--- src/mdll_pkg.sv ---
package mdll_pkg;

	// ----------------------------------------
	// word widths
	// ----------------------------------------
	localparam int N_DI   = 6;	// fractional word and dither word
	localparam int N_DO   = 1;	// modulator offset
	localparam int MODULO = N_DI - N_DO;	// 2**MODULO is the quantizer step
	localparam int N_INT  = 8;	// integer division word

	// ----------------------------------------
	// dither source
	// ----------------------------------------
	localparam int DITHER_W = 16;	// lfsr length
	localparam logic [DITHER_W-1:0] DITHER_SEED = 16'hace1;	// any nonzero value
	localparam int DITHER_SH = 3;	// 6b signed word down to +/-4

	// ----------------------------------------
	// control fsm states
	// ----------------------------------------
	localparam logic [1:0] st_idle  = 2'd0;	// waiting for first load
	localparam logic [1:0] st_clear = 2'd1;	// one cycle datapath clear
	localparam logic [1:0] st_run   = 2'd2;	// divider running

endpackage
--- src/mdll_frac_div.sv ---
`timescale 1ns/1ns
module mdll_frac_div
	import mdll_pkg::*;
(
	input  logic clk,
	input  logic rstn,
	input  logic cfg_load,	// one cycle strobe that restarts from any state
	input  logic en_sdm,
	input  logic en_dither,
	input  logic [N_INT-1:0] fcw_int,	// at least 2
	input  logic [N_DI-1:0] fcw_frac,
	output logic fb_pulse,	// one per divider period
	output logic running,
	output logic [N_DO-1:0] sdm_out	// offset of the period just begun
);

	// ----------------------------------------
	// internal nets
	// ----------------------------------------
	logic clr;
	logic run;
	logic sdm_on;
	logic dither_on;
	logic [N_INT-1:0] int_q;
	logic [N_DI-1:0] frac_q;
	logic step;	// divider terminal count
	logic [N_DO-1:0] dout;	// modulator offset
	logic signed [N_DI-1:0] dither;

	mdll_ctrl_fsm u_ctrl (
		.clk       (clk),
		.rstn      (rstn),
		.cfg_load  (cfg_load),
		.en_sdm    (en_sdm),
		.en_dither (en_dither),
		.fcw_int   (fcw_int),
		.fcw_frac  (fcw_frac),
		.clr       (clr),
		.run       (run),
		.sdm_on    (sdm_on),
		.dither_on (dither_on),
		.int_q     (int_q),
		.frac_q    (frac_q)
	);

	mdll_fb_divider u_div (
		.clk    (clk),
		.rstn   (rstn),
		.clr    (clr),
		.run    (run),
		.n_int  (int_q),
		.offset (dout),	// reload uses the offset of this same step
		.step   (step)
	);

	mdll_sdm u_sdm (
		.clk    (clk),
		.rstn   (rstn),
		.clr    (clr),
		.step   (step),
		.en_sdm (sdm_on),
		.din    (frac_q),
		.dither (dither),
		.dout   (dout)
	);

	mdll_dither_lfsr u_dither (
		.clk       (clk),
		.rstn      (rstn),
		.clr       (clr),
		.step      (step),
		.en_dither (dither_on),
		.dither    (dither)
	);

	assign fb_pulse = step;
	assign running  = run;
	assign sdm_out  = dout;

endmodule

--- src/mdll_ctrl_fsm.sv ---
`timescale 1ns/1ns
module mdll_ctrl_fsm
	import mdll_pkg::*;
(
	input  logic clk,
	input  logic rstn,
	input  logic cfg_load,	// one cycle strobe
	input  logic en_sdm,
	input  logic en_dither,
	input  logic [N_INT-1:0] fcw_int,
	input  logic [N_DI-1:0] fcw_frac,
	output logic clr,	// one cycle datapath clear
	output logic run,	// divider enable
	output logic sdm_on,
	output logic dither_on,
	output logic [N_INT-1:0] int_q,
	output logic [N_DI-1:0] frac_q
);

	logic [1:0] state;
	logic [1:0] state_nx;

	// ----------------------------------------
	// next state
	// ----------------------------------------
	always_comb begin
		state_nx = state;
		case (state)
			st_idle: begin
				if (cfg_load) state_nx = st_clear;
			end
			st_clear: begin
				state_nx = st_run;	// clear lasts one cycle
				if (cfg_load) state_nx = st_clear;
			end
			st_run: begin
				if (cfg_load) state_nx = st_clear;	// abort and restart
			end
			default: begin
				state_nx = st_idle;
			end
		endcase
	end

	always_ff @(posedge clk or negedge rstn) begin
		if (!rstn) begin
			state     <= st_idle;
			sdm_on    <= 1'b0;
			dither_on <= 1'b0;
		end else begin
			state <= state_nx;
			if (cfg_load) begin
				sdm_on    <= en_sdm;
				dither_on <= en_dither;
			end
		end
	end

	// config words, captured with the load strobe
	always_ff @(posedge clk) begin
		if (cfg_load) begin
			int_q  <= fcw_int;
			frac_q <= fcw_frac;
		end
	end

	assign clr = (state == st_clear);
	assign run = (state == st_run);

endmodule

--- src/mdll_fb_divider.sv ---
`timescale 1ns/1ns
module mdll_fb_divider
	import mdll_pkg::*;
(
	input  logic clk,
	input  logic rstn,
	input  logic clr,	// forces count to zero
	input  logic run,	// level enable from control
	input  logic [N_INT-1:0] n_int,
	input  logic [N_DO-1:0] offset,	// sampled at each reload
	output logic step	// terminal count strobe
);

	logic [N_INT:0] cnt;	// extra bit since n_int + offset can carry
	logic [N_INT:0] period;
	logic active;

	// ----------------------------------------
	// reload value
	// ----------------------------------------
	assign period = {1'b0, n_int} + (N_INT+1)'(offset);

	assign active = run && !clr;

	// one pulse per period, at count 1
	assign step = active && (cnt == (N_INT+1)'(1));

	// ----------------------------------------
	// down-counter
	// ----------------------------------------
	always_ff @(posedge clk or negedge rstn) begin
		if (!rstn) begin
			cnt <= '0;
		end else if (!active) begin
			cnt <= '0;	// idle or clearing
		end else if (cnt == '0) begin
			cnt <= period;	// first run cycle
		end else if (step) begin
			cnt <= period;	// back to back periods
		end else begin
			cnt <= cnt - 1'b1;
		end
	end

	// count 0 is only seen on the first run cycle
	// so pulse spacing is exactly period cycles

endmodule

--- src/mdll_dither_lfsr.sv ---
`timescale 1ns/1ns
module mdll_dither_lfsr
	import mdll_pkg::*;
(
	input  logic clk,
	input  logic rstn,
	input  logic clr,	// back to seed
	input  logic step,	// shift once per divider period
	input  logic en_dither,
	output logic signed [N_DI-1:0] dither	// -4 .. +4
);

	logic [DITHER_W-1:0] lfsr;
	logic fb;	// feedback bit
	logic signed [N_DI-1:0] raw;	// low bits read as signed
	logic signed [N_DI:0] rnd;	// raw plus half lsb of the shifted word
	logic signed [N_DI:0] shd;

	// ----------------------------------------
	// x^16 + x^15 + x^13 + x^4 + 1
	// ----------------------------------------
	assign fb = lfsr[15] ^ lfsr[14] ^ lfsr[12] ^ lfsr[3];

	always_ff @(posedge clk or negedge rstn) begin
		if (!rstn) begin
			lfsr <= DITHER_SEED;
		end else if (clr) begin
			lfsr <= DITHER_SEED;
		end else if (step) begin
			lfsr <= {lfsr[DITHER_W-2:0], fb};
		end
	end

	// rounding keeps the mean at zero
	assign raw = lfsr[N_DI-1:0];
	assign rnd = $signed({raw[N_DI-1], raw}) + $signed((N_DI+1)'(1 << (DITHER_SH - 1)));
	assign shd = rnd >>> DITHER_SH;

	assign dither = en_dither ? shd[N_DI-1:0] : '0;	// zero when off

endmodule

--- src/mdll_sdm.sv ---
`timescale 1ns/1ns
module mdll_sdm
	import mdll_pkg::*;
(
	input  logic clk,
	input  logic rstn,
	input  logic clr,	// restart clears loop state
	input  logic step,	// advance once per divider period
	input  logic en_sdm,
	input  logic [N_DI-1:0] din,	// fractional word
	input  logic signed [N_DI-1:0] dither,
	output logic [N_DO-1:0] dout	// offset for the period now starting
);

	logic signed [N_DI+1:0] qin;	// quantizer input with two guard bits
	logic signed [N_DI+1:0] qin_d;	// qin one step back
	logic signed [N_DI+1:0] qsh;	// qin scaled down by 2**MODULO
	logic [N_DO-1:0] qout;
	logic [N_DI-1:0] dac;	// feedback value
	logic [N_DI-1:0] dac_d;	// dac one step back

	// ----------------------------------------
	// loop sum and quantizer
	// ----------------------------------------
	assign qin = $signed({2'b00, din}) + qin_d
		+ $signed({{2{dither[N_DI-1]}}, dither})
		- $signed({2'b00, dac_d});

	assign qsh = qin >>> MODULO;

	// top N_DO bits of the low N_DI bits
	// saturates when dither pushes qin out of range
	always_comb begin
		if (qsh < 0) begin
			qout = '0;
		end else if (qsh > (2 ** N_DO - 1)) begin
			qout = '1;
		end else begin
			qout = qsh[N_DO-1:0];
		end
	end

	assign dac  = {qout, {MODULO{1'b0}}};	// qout << MODULO
	assign dout = en_sdm ? qout : '0;

	// state moves only on step
	always_ff @(posedge clk or negedge rstn) begin
		if (!rstn) begin
			qin_d <= '0;
			dac_d <= '0;
		end else if (clr) begin
			qin_d <= '0;
			dac_d <= '0;
		end else if (step) begin
			qin_d <= qin;
			dac_d <= dac;
		end
	end

endmodule

--- config.mk ---
export PLATFORM = sky130hd
export DESIGN_NAME = mdll_frac_div
export DESIGN_NICKNAME = d
export VERILOG_FILES = /design/src/mdll_pkg.sv /design/src/mdll_frac_div.sv /design/src/mdll_ctrl_fsm.sv /design/src/mdll_fb_divider.sv /design/src/mdll_dither_lfsr.sv /design/src/mdll_sdm.sv
export SDC_FILE = /design/constraint.sdc
export NUM_CORES = 1
export LEC_CHECK = 0
export BUFFER_PORTS_ARGS = -buffer_cell sky130_fd_sc_hd__buf_2
export CORE_ASPECT_RATIO = 1.4
export CORE_MARGIN = 2
export CORE_UTILIZATION = 35
export DETAILED_ROUTE_END_ITERATION = 7
export PLACE_DENSITY = 0.56
export SYNTH_ARGS = -nofsm -noshare
export SYNTH_HDL_FRONTEND = slang
export SYNTH_SLANG_ARGS = --single-unit
--- constraint.sdc ---
create_clock -name clk -period 11.85 [get_ports clk]
set_input_delay 2.37 -clock clk [delete_from_list [all_inputs] [get_ports clk]]
set_output_delay 2.37 -clock clk [all_outputs]
set_load 0.01 [all_outputs]
; ---- Word-level counts from Yosys, hierarchy flattened
; Index checks and enable logic that the tools add are counted.
[totals]
regBits = 57
in_bits = 19
elab_cells = 47
[op_classes]
addsub = 6
magnitude_cmp = 2
eq_ne = 4
muxes = 16
bitwise = 3
reduce_logical = 7
[ops]
columns = cell, n
row1 = 2-to-1 mux 16 bit, 2
row2 = 2-to-1 mux 9 bit, 3
row3 = 2-to-1 mux 6 bit, 3
row4 = 2-to-1 mux 8 bit, 2
row5 = adder 8 x 1 -> 9 bit, 1
row6 = == test 9 x 1 -> 1 bit (second input constant), 1
row7 = zero test 9 bit, 1
row8 = subtractor 9 x 1 -> 9 bit (second input constant), 1
row9 = adder 7 x 8 -> 8 bit, 1
row10 = adder 8 x 6 -> 8 bit, 1
row11 = subtractor 8 x 7 -> 8 bit, 1
row12 = adder 6 x 4 -> 7 bit (second input constant), 1
row13 = 2-to-1 mux 2 bit, 2
row14 = one-hot mux 2 bit (2 select lines), 1
row15 = > comparator 3 x 2 -> 1 bit (second input constant), 1
row16 = less-than comparator 3 x 1 -> 1 bit (second input constant), 1
row17 = 2-to-1 mux 1 bit, 3
row18 = XOR 1 bit, 3
row19 = == test 2 x 1 -> 1 bit (second input constant), 1
row20 = == test 2 bit (second input constant), 1
row21 = logical AND 1 bit, 2
row22 = zero test 2 bit, 1
row23 = inequality test 2 x 1 -> 1 bit (second input constant), 1
row24 = nonzero test 2 bit, 1
row25 = other kinds (2), 2

; ---- Logic depth before layout (Yosys ltp)
[logic_depth]
ltp_word = 12
ltp_mapped = 20
mapped_depth_nobuf = 20

; ---- Hierarchy
; A second synthesis with hierarchy kept.
[hier_totals]
cells_unflattened = 270
hier_area_um2 = 3021.6
[modules_own_cells]
columns = mod, instances, cells_each, area_each_um2, seq_area_each_um2
row1 = mdll_sdm, 1, 111, 1019.7, 225.2
row2 = mdll_dither_lfsr, 1, 66, 763.2, 410.4
row3 = mdll_fb_divider, 1, 69, 660.6, 225.2
row4 = mdll_ctrl_fsm, 1, 24, 578.1, 520.5

; ---- Worst setup path after synthesis
; OpenSTA, ideal clock, no wires.
[synth_timing]
kind = reg-to-output
startpoint = reg u_dither.lfsr[4]
endpoint = out sdm_out
arrival_time_ns = 2.868
required_ns = 9.480
setup_slack_ns = 6.612
stages_incl_launch_ff = 12
n_path_buf = 0
cell_sequence = dfrtp_1 nand3_1 xnor2_1 and2_1 fa_1 inv_1 fa_1 nand2b_1 a21oi_1 a31oi_1 xnor2_1 nor3b_1
[synth_via]
elab_chain_cells = 8
[synth_rtl]
columns = element, line
row1 = start: declaration, mdll_dither_lfsr.sv:13  ; logic [DITHER_W-1:0] lfsr;
row2 = start signal: assignment, mdll_dither_lfsr.sv:30  ; lfsr <= {lfsr[DITHER_W-2:0], fb};
row3 = adder 6 x 4 -> 7 bit (*), mdll_dither_lfsr.sv:36  ; assign rnd = $signed({raw[N_DI-1], raw}) + $signed((N_DI+1)'(1 << (DITHER_SH - 1)));
row4 = 2-to-1 mux 6 bit (*), mdll_dither_lfsr.sv:39  ; assign dither = en_dither ? shd[N_DI-1:0] : '0;
row5 = adder 8 x 6 -> 8 bit (*), mdll_sdm.sv:26  ; + $signed({{2{dither[N_DI-1]}}, dither})
row6 = subtractor 8 x 7 -> 8 bit (*), mdll_sdm.sv:27  ; - $signed({2'b00, dac_d});
row7 = > comparator 3 x 2 -> 1 bit, mdll_sdm.sv:36  ; end else if (qsh > (2 ** N_DO - 1)) begin
row8 = 2-to-1 mux 1 bit, mdll_sdm.sv:36
row9 = 2-to-1 mux 1 bit (*), mdll_sdm.sv:34  ; if (qsh < 0) begin
row10 = 2-to-1 mux 1 bit (*), mdll_sdm.sv:44  ; assign dout = en_sdm ? qout : '0;
row11 = end: declaration, mdll_frac_div.sv:14  ; output logic [N_DO-1:0] sdm_out
; Mark *: on every way between the ends. The rest lies on a longest branch, timed or not.

; ---- Worst setup path in the final report
; Same ends and word-level chain as after synthesis.

==> results by group <==
Run status
  • Outcome: completed

Worst setup path
  • Capture point of the worst reg-to-reg path: u_div.cnt[6]
  • Critical path data arrival time: 3.52 ns
  • Stage delay of the slowest cell on the critical path: 0.50 ns
  • Crit Path Class: reg -> out
  • Crit-path cells: nand3_1, xnor2_1, and2_1, fa_1, inv_1, fa_1, nand2b_1, a21oi_1, a31oi_1, xnor2_1, nor3b_1, buf_2
  • Required time at the worst-slack endpoint: 9.48 ns
  • Kind of capture point of the worst setup path: output pin
  • Maximum fanout count along the critical path: 5
  • Kind of start point of the critical path: flop
  • Buffers plus inverters on the worst setup path: 2
  • Startpoint of the worst register-to-register path: u_dither.lfsr[4]
  • Kind of cell with the highest combined delay on the critical path: adder cells
  • Worst reg-to-reg setup slack: 7.45 ns
  • Depth of the worst register-to-register path: 18
  • Slowest cell on the critical path: sky130_fd_sc_hd__fa_1

Final layout
  • ANT cells: 0
  • Ratio of cells with drive above 1 in the final layout: 17.67%
  • Final-stage net count: 343
  • Multi-input gate area: 1391 um^2
  • Filler cells: 826
  • Area added between synthesis and finish: 10.52%
  • Area occupied by registers: 1381 um^2

Synth
  • Cell types with the largest area share after synthesis: sky130_fd_sc_hd__dfrtp_1 (25%), sky130_fd_sc_hd__edfxtp_1 (14%), sky130_fd_sc_hd__ha_1 (7.6%), sky130_fd_sc_hd__dfstp_2 (7.1%), sky130_fd_sc_hd__xnor2_1 (5.0%)
  • Adder-cell share of the synthesized area: 12.39%
  • Fraction of the mapped netlist area in compound gates: 10.69%
  • Main combinational cell family by area after synthesis: simple AND/OR/NAND/NOR gates
  • Number of flip-flops and latches in the synthesized netlist: 52
  • Share of synthesized flip-flops with an asynchronous set or reset: 73.08%
  • Post-synthesis instance area: 2949 um^2
  • Syn Nets: 326
  • Post-synthesis xor/xnor area fraction: 7.128%
  • Top cell type by total area after synthesis: sky130_fd_sc_hd__dfrtp_1
  • Fraction of post-synthesis cell area in the top cell type by area: 25.46%
  • Primary FF master, synth: sky130_fd_sc_hd__dfrtp_1
  • Number of flops mapped to enable cells by yosys: 14
  • Most common cell in the netlist: sky130_fd_sc_hd__nand2_1
  • Leading cell types by count after synthesis: sky130_fd_sc_hd__nand2_1 (38), sky130_fd_sc_hd__dfrtp_1 (30), sky130_fd_sc_hd__inv_1 (30)
  • Post-synthesis cell count: 282
  • Mux contribution to synthesized area: 0.7637%
  • Simple-gate portion of the synthesized area: 16.21%
  • Post-Syn Area per Cell: 10.46 um^2
  • Number of warnings reported in the yosys synthesis log: 0
  • Synth cell types: 45
  • Register area share after synthesis: 46.84%

GRT
  • Maximum number of pins on one net before global-route repair: 39
  • Global-route wire length before repair: 9811 um
  • Via count of the first global-routing pass: 2,055
  • Overall overflow remaining after global route: 0
  • All-Layer GR Usage: 14.09%
  • Antenna violations before repair: 0

Die
  • Number of placed I/O pins: 22
  • Area of the core: 8198 um^2
  • Overall die area: 9187 um^2
  • Placement Rows: 39
  • Die W: 81.58 um
  • Initial core utilization: 35.97%
  • Chip Height: 112.6 um

CTS
  • Number of buffers between clock root and the deepest sink: 2
  • Root buffer cell: sky130_fd_sc_hd__clkbuf_16
  • Clock buffer count from CTS: 5
  • Clock input transition at the sequential cells of the worst setup and hold paths: 0.06 ns
  • Post-CTS setup buffers: 0
  • Clock sink total: 52
  • Insertion delay of the later-clocked pin in the worst-skew pair: 0.29 ns
  • Hold_buf cts: 0
  • Post-cts sizing count: 0
  • Clock tree from TritonCTS: built
  • H-tree levels: 2

Timing
  • Worst-case clock skew: 0.008284 ns
  • Max-slew violations: 0
  • RSZ-0062 raised after global routing: no
  • Slew margin rel.: 41.35%
  • Min Tclk post-route: 5.895 ns
  • Worst Max-Slew Pin Slew: 0.8797 ns
  • Setup Total Neg Slack: 0 ns
  • Period Utilization, post-route: 49.75%
  • Final number of hold-violating endpoints: 0
  • Max Clk Rate: 0.1696 GHz
  • Final setup violating endpoints: 0

Power
  • Peak supply drop: 0.07574 mV
  • Overall power consumption: 0.0005049 W
  • Total power density per cell area: 154.9 nW/um^2
  • Leak pwr: 1.476 nW

Worst hold path
  • Min-Delay Path Depth: 2
  • Min-Delay Startpoint: u_dither.lfsr[6]
  • Min-delay worst type: reg -> reg
  • Sink of the worst hold path: u_dither.lfsr[7]

Place
  • GPL Wtd Cong: 0.8433
  • HPWL after DPL: 3962 um
  • Number of buffer cells added on primary ports: 21

Job
  • Number of maximum-capacitance violations: 0

Routing
  • Remaining DRCs: 0
  • Antenna violation net count after detailed routing: 0
  • Drt first pass iters: 4
  • Final routed wirelength across all metal layers: 5799 um
  • Violation count after the first detailed-route iteration: 87
  • Routed len/inst: 14.43 um
  • Number of vias after detailed routing: 2,001
  • Average via count per standard cell: 4.978
-- where the power goes --
| group | internal, W | switching [W] | leakage [nW] |
|---|---|---|---|
| Combinational | 0.0000629 | 0.0000937 | 0.778 |
| Clock | 0.0000783 | 0.0000643 | 0.0679 |
| Sequential | 0.000197 | 0.00000915 | 0.630 |
| Total | 0.000338 | 0.000167 | 1.48 |
-- placed cells by master (no fill, tap or decap), types with 3 or more instances in the layout --
cell | Yosys | final
sky130_fd_sc_hd__nand2b_1 | 3 | 3
sky130_fd_sc_hd__a21oi_1 | 5 | 5
sky130_fd_sc_hd__o31ai_2 | 3 | 3
sky130_fd_sc_hd__nand2_1 | 38 | 38
sky130_fd_sc_hd__o21ai_1 | 4 | 4
sky130_fd_sc_hd__nor3_1 | 3 | 3
sky130_fd_sc_hd__edfxtp_1 | 14 | 14
sky130_fd_sc_hd__xnor2_1 | 17 | 17
sky130_fd_sc_hd__dfstp_2 | 8 | 8
sky130_fd_sc_hd__xor2_1 | 7 | 7
sky130_fd_sc_hd__dfrtp_1 | 30 | 30
sky130_fd_sc_hd__nand3_1 | 22 | 22
sky130_fd_sc_hd__buf_2 | 3 | 21
sky130_fd_sc_hd__o21ai_0 | 8 | 8
sky130_fd_sc_hd__fa_1 | 7 | 7
sky130_fd_sc_hd__a21o_1 | 4 | 4
sky130_fd_sc_hd__a211oi_2 | 8 | 8
sky130_fd_sc_hd__inv_1 | 30 | 30
sky130_fd_sc_hd__clkbuf_16 | 0 | 5
sky130_fd_sc_hd__ha_1 | 18 | 18
sky130_fd_sc_hd__nor2_1 | 13 | 13
-- registers in the layout, indices dropped and copies added, names as in the netlist --
name	count
u_ctrl.state	2
u_dither.lfsr	16
u_ctrl.sdm_on	1
u_ctrl.frac_q	6
u_div.cnt	9
u_ctrl.int_q	8
u_sdm.dac_d	1
u_sdm.qin_d	8
u_ctrl.dither_on	1
-- kinds of logic after synthesis --
group / Yosys count
muxes: 2
buffers and inverters: 42
xor gates and xnor gates: 24
adders and majority gates: 25
AOI/OAI and AO/OA: 40
and+or+nand+nor: 97
DFF: 52
-- worst min-delay path, cell delays in order, from the launching register on --
cell                      delay (ns)
sky130_fd_sc_hd__dfstp_2        0.37
sky130_fd_sc_hd__nand2_1        0.05
sky130_fd_sc_hd__nand2_1        0.04
-- through the flow --
step / hold slack [ns] / area, um^2 / cells / utilization (%) / setup WS [ns]
2_1_floorplan: 0.4326 / 2949 / 282 / - / 6.612
3_3_place_gp: 0.4421 / 3122 / 394 / 38.08 / 6.339
3_5_place_dp: 0.4514 / 3122 / 394 / 38.08 / 6.257
4_1_cts: 0.4630 / 3259 / 402 / 39.76 / 5.922
5_1_grt: 0.4678 / 3259 / 402 / 39.76 / 5.680
6_report: 0.4578 / 3259 / 402 / 39.76 / 5.955
-- worst max path at each step --
stage	cells after the start	to	startpoint
2_1_floorplan	11	sdm_out	u_dither.lfsr[4]
3_3_place_gp	14	sdm_out	u_dither.lfsr[3]
3_5_place_dp	12	sdm_out	u_dither.lfsr[3]
4_1_cts	12	sdm_out	u_dither.lfsr[3]
5_1_grt	12	sdm_out	u_dither.lfsr[3]
6_report	12	sdm_out	u_dither.lfsr[4]
-- per-layer routing --
metal  GRT usage (%)  up-vias  routed length [um]
met5               0        -                   0
met4           5.000        0                  99
met3           3.215        7                 164
met2           24.43       23                2964
met1           16.79      988                2570
li1                -      983                   -
-- final cells by class --
| cell class | count | share of cell area, % |
|---|---|---|
| Inverter | 31 | 3.570 |
| Clock buffer | 7 | 4.069 |
| Tap cell | 102 | 3.916 |
| Sequential cell | 52 | 42.38 |
| Timing Repair Buffer | 21 | 3.225 |
| Clock inverter | 1 | 0.1536 |
| Multi-Input combinational cell | 188 | 42.69 |
Note: power is estimated with default switching activity, not from simulation.
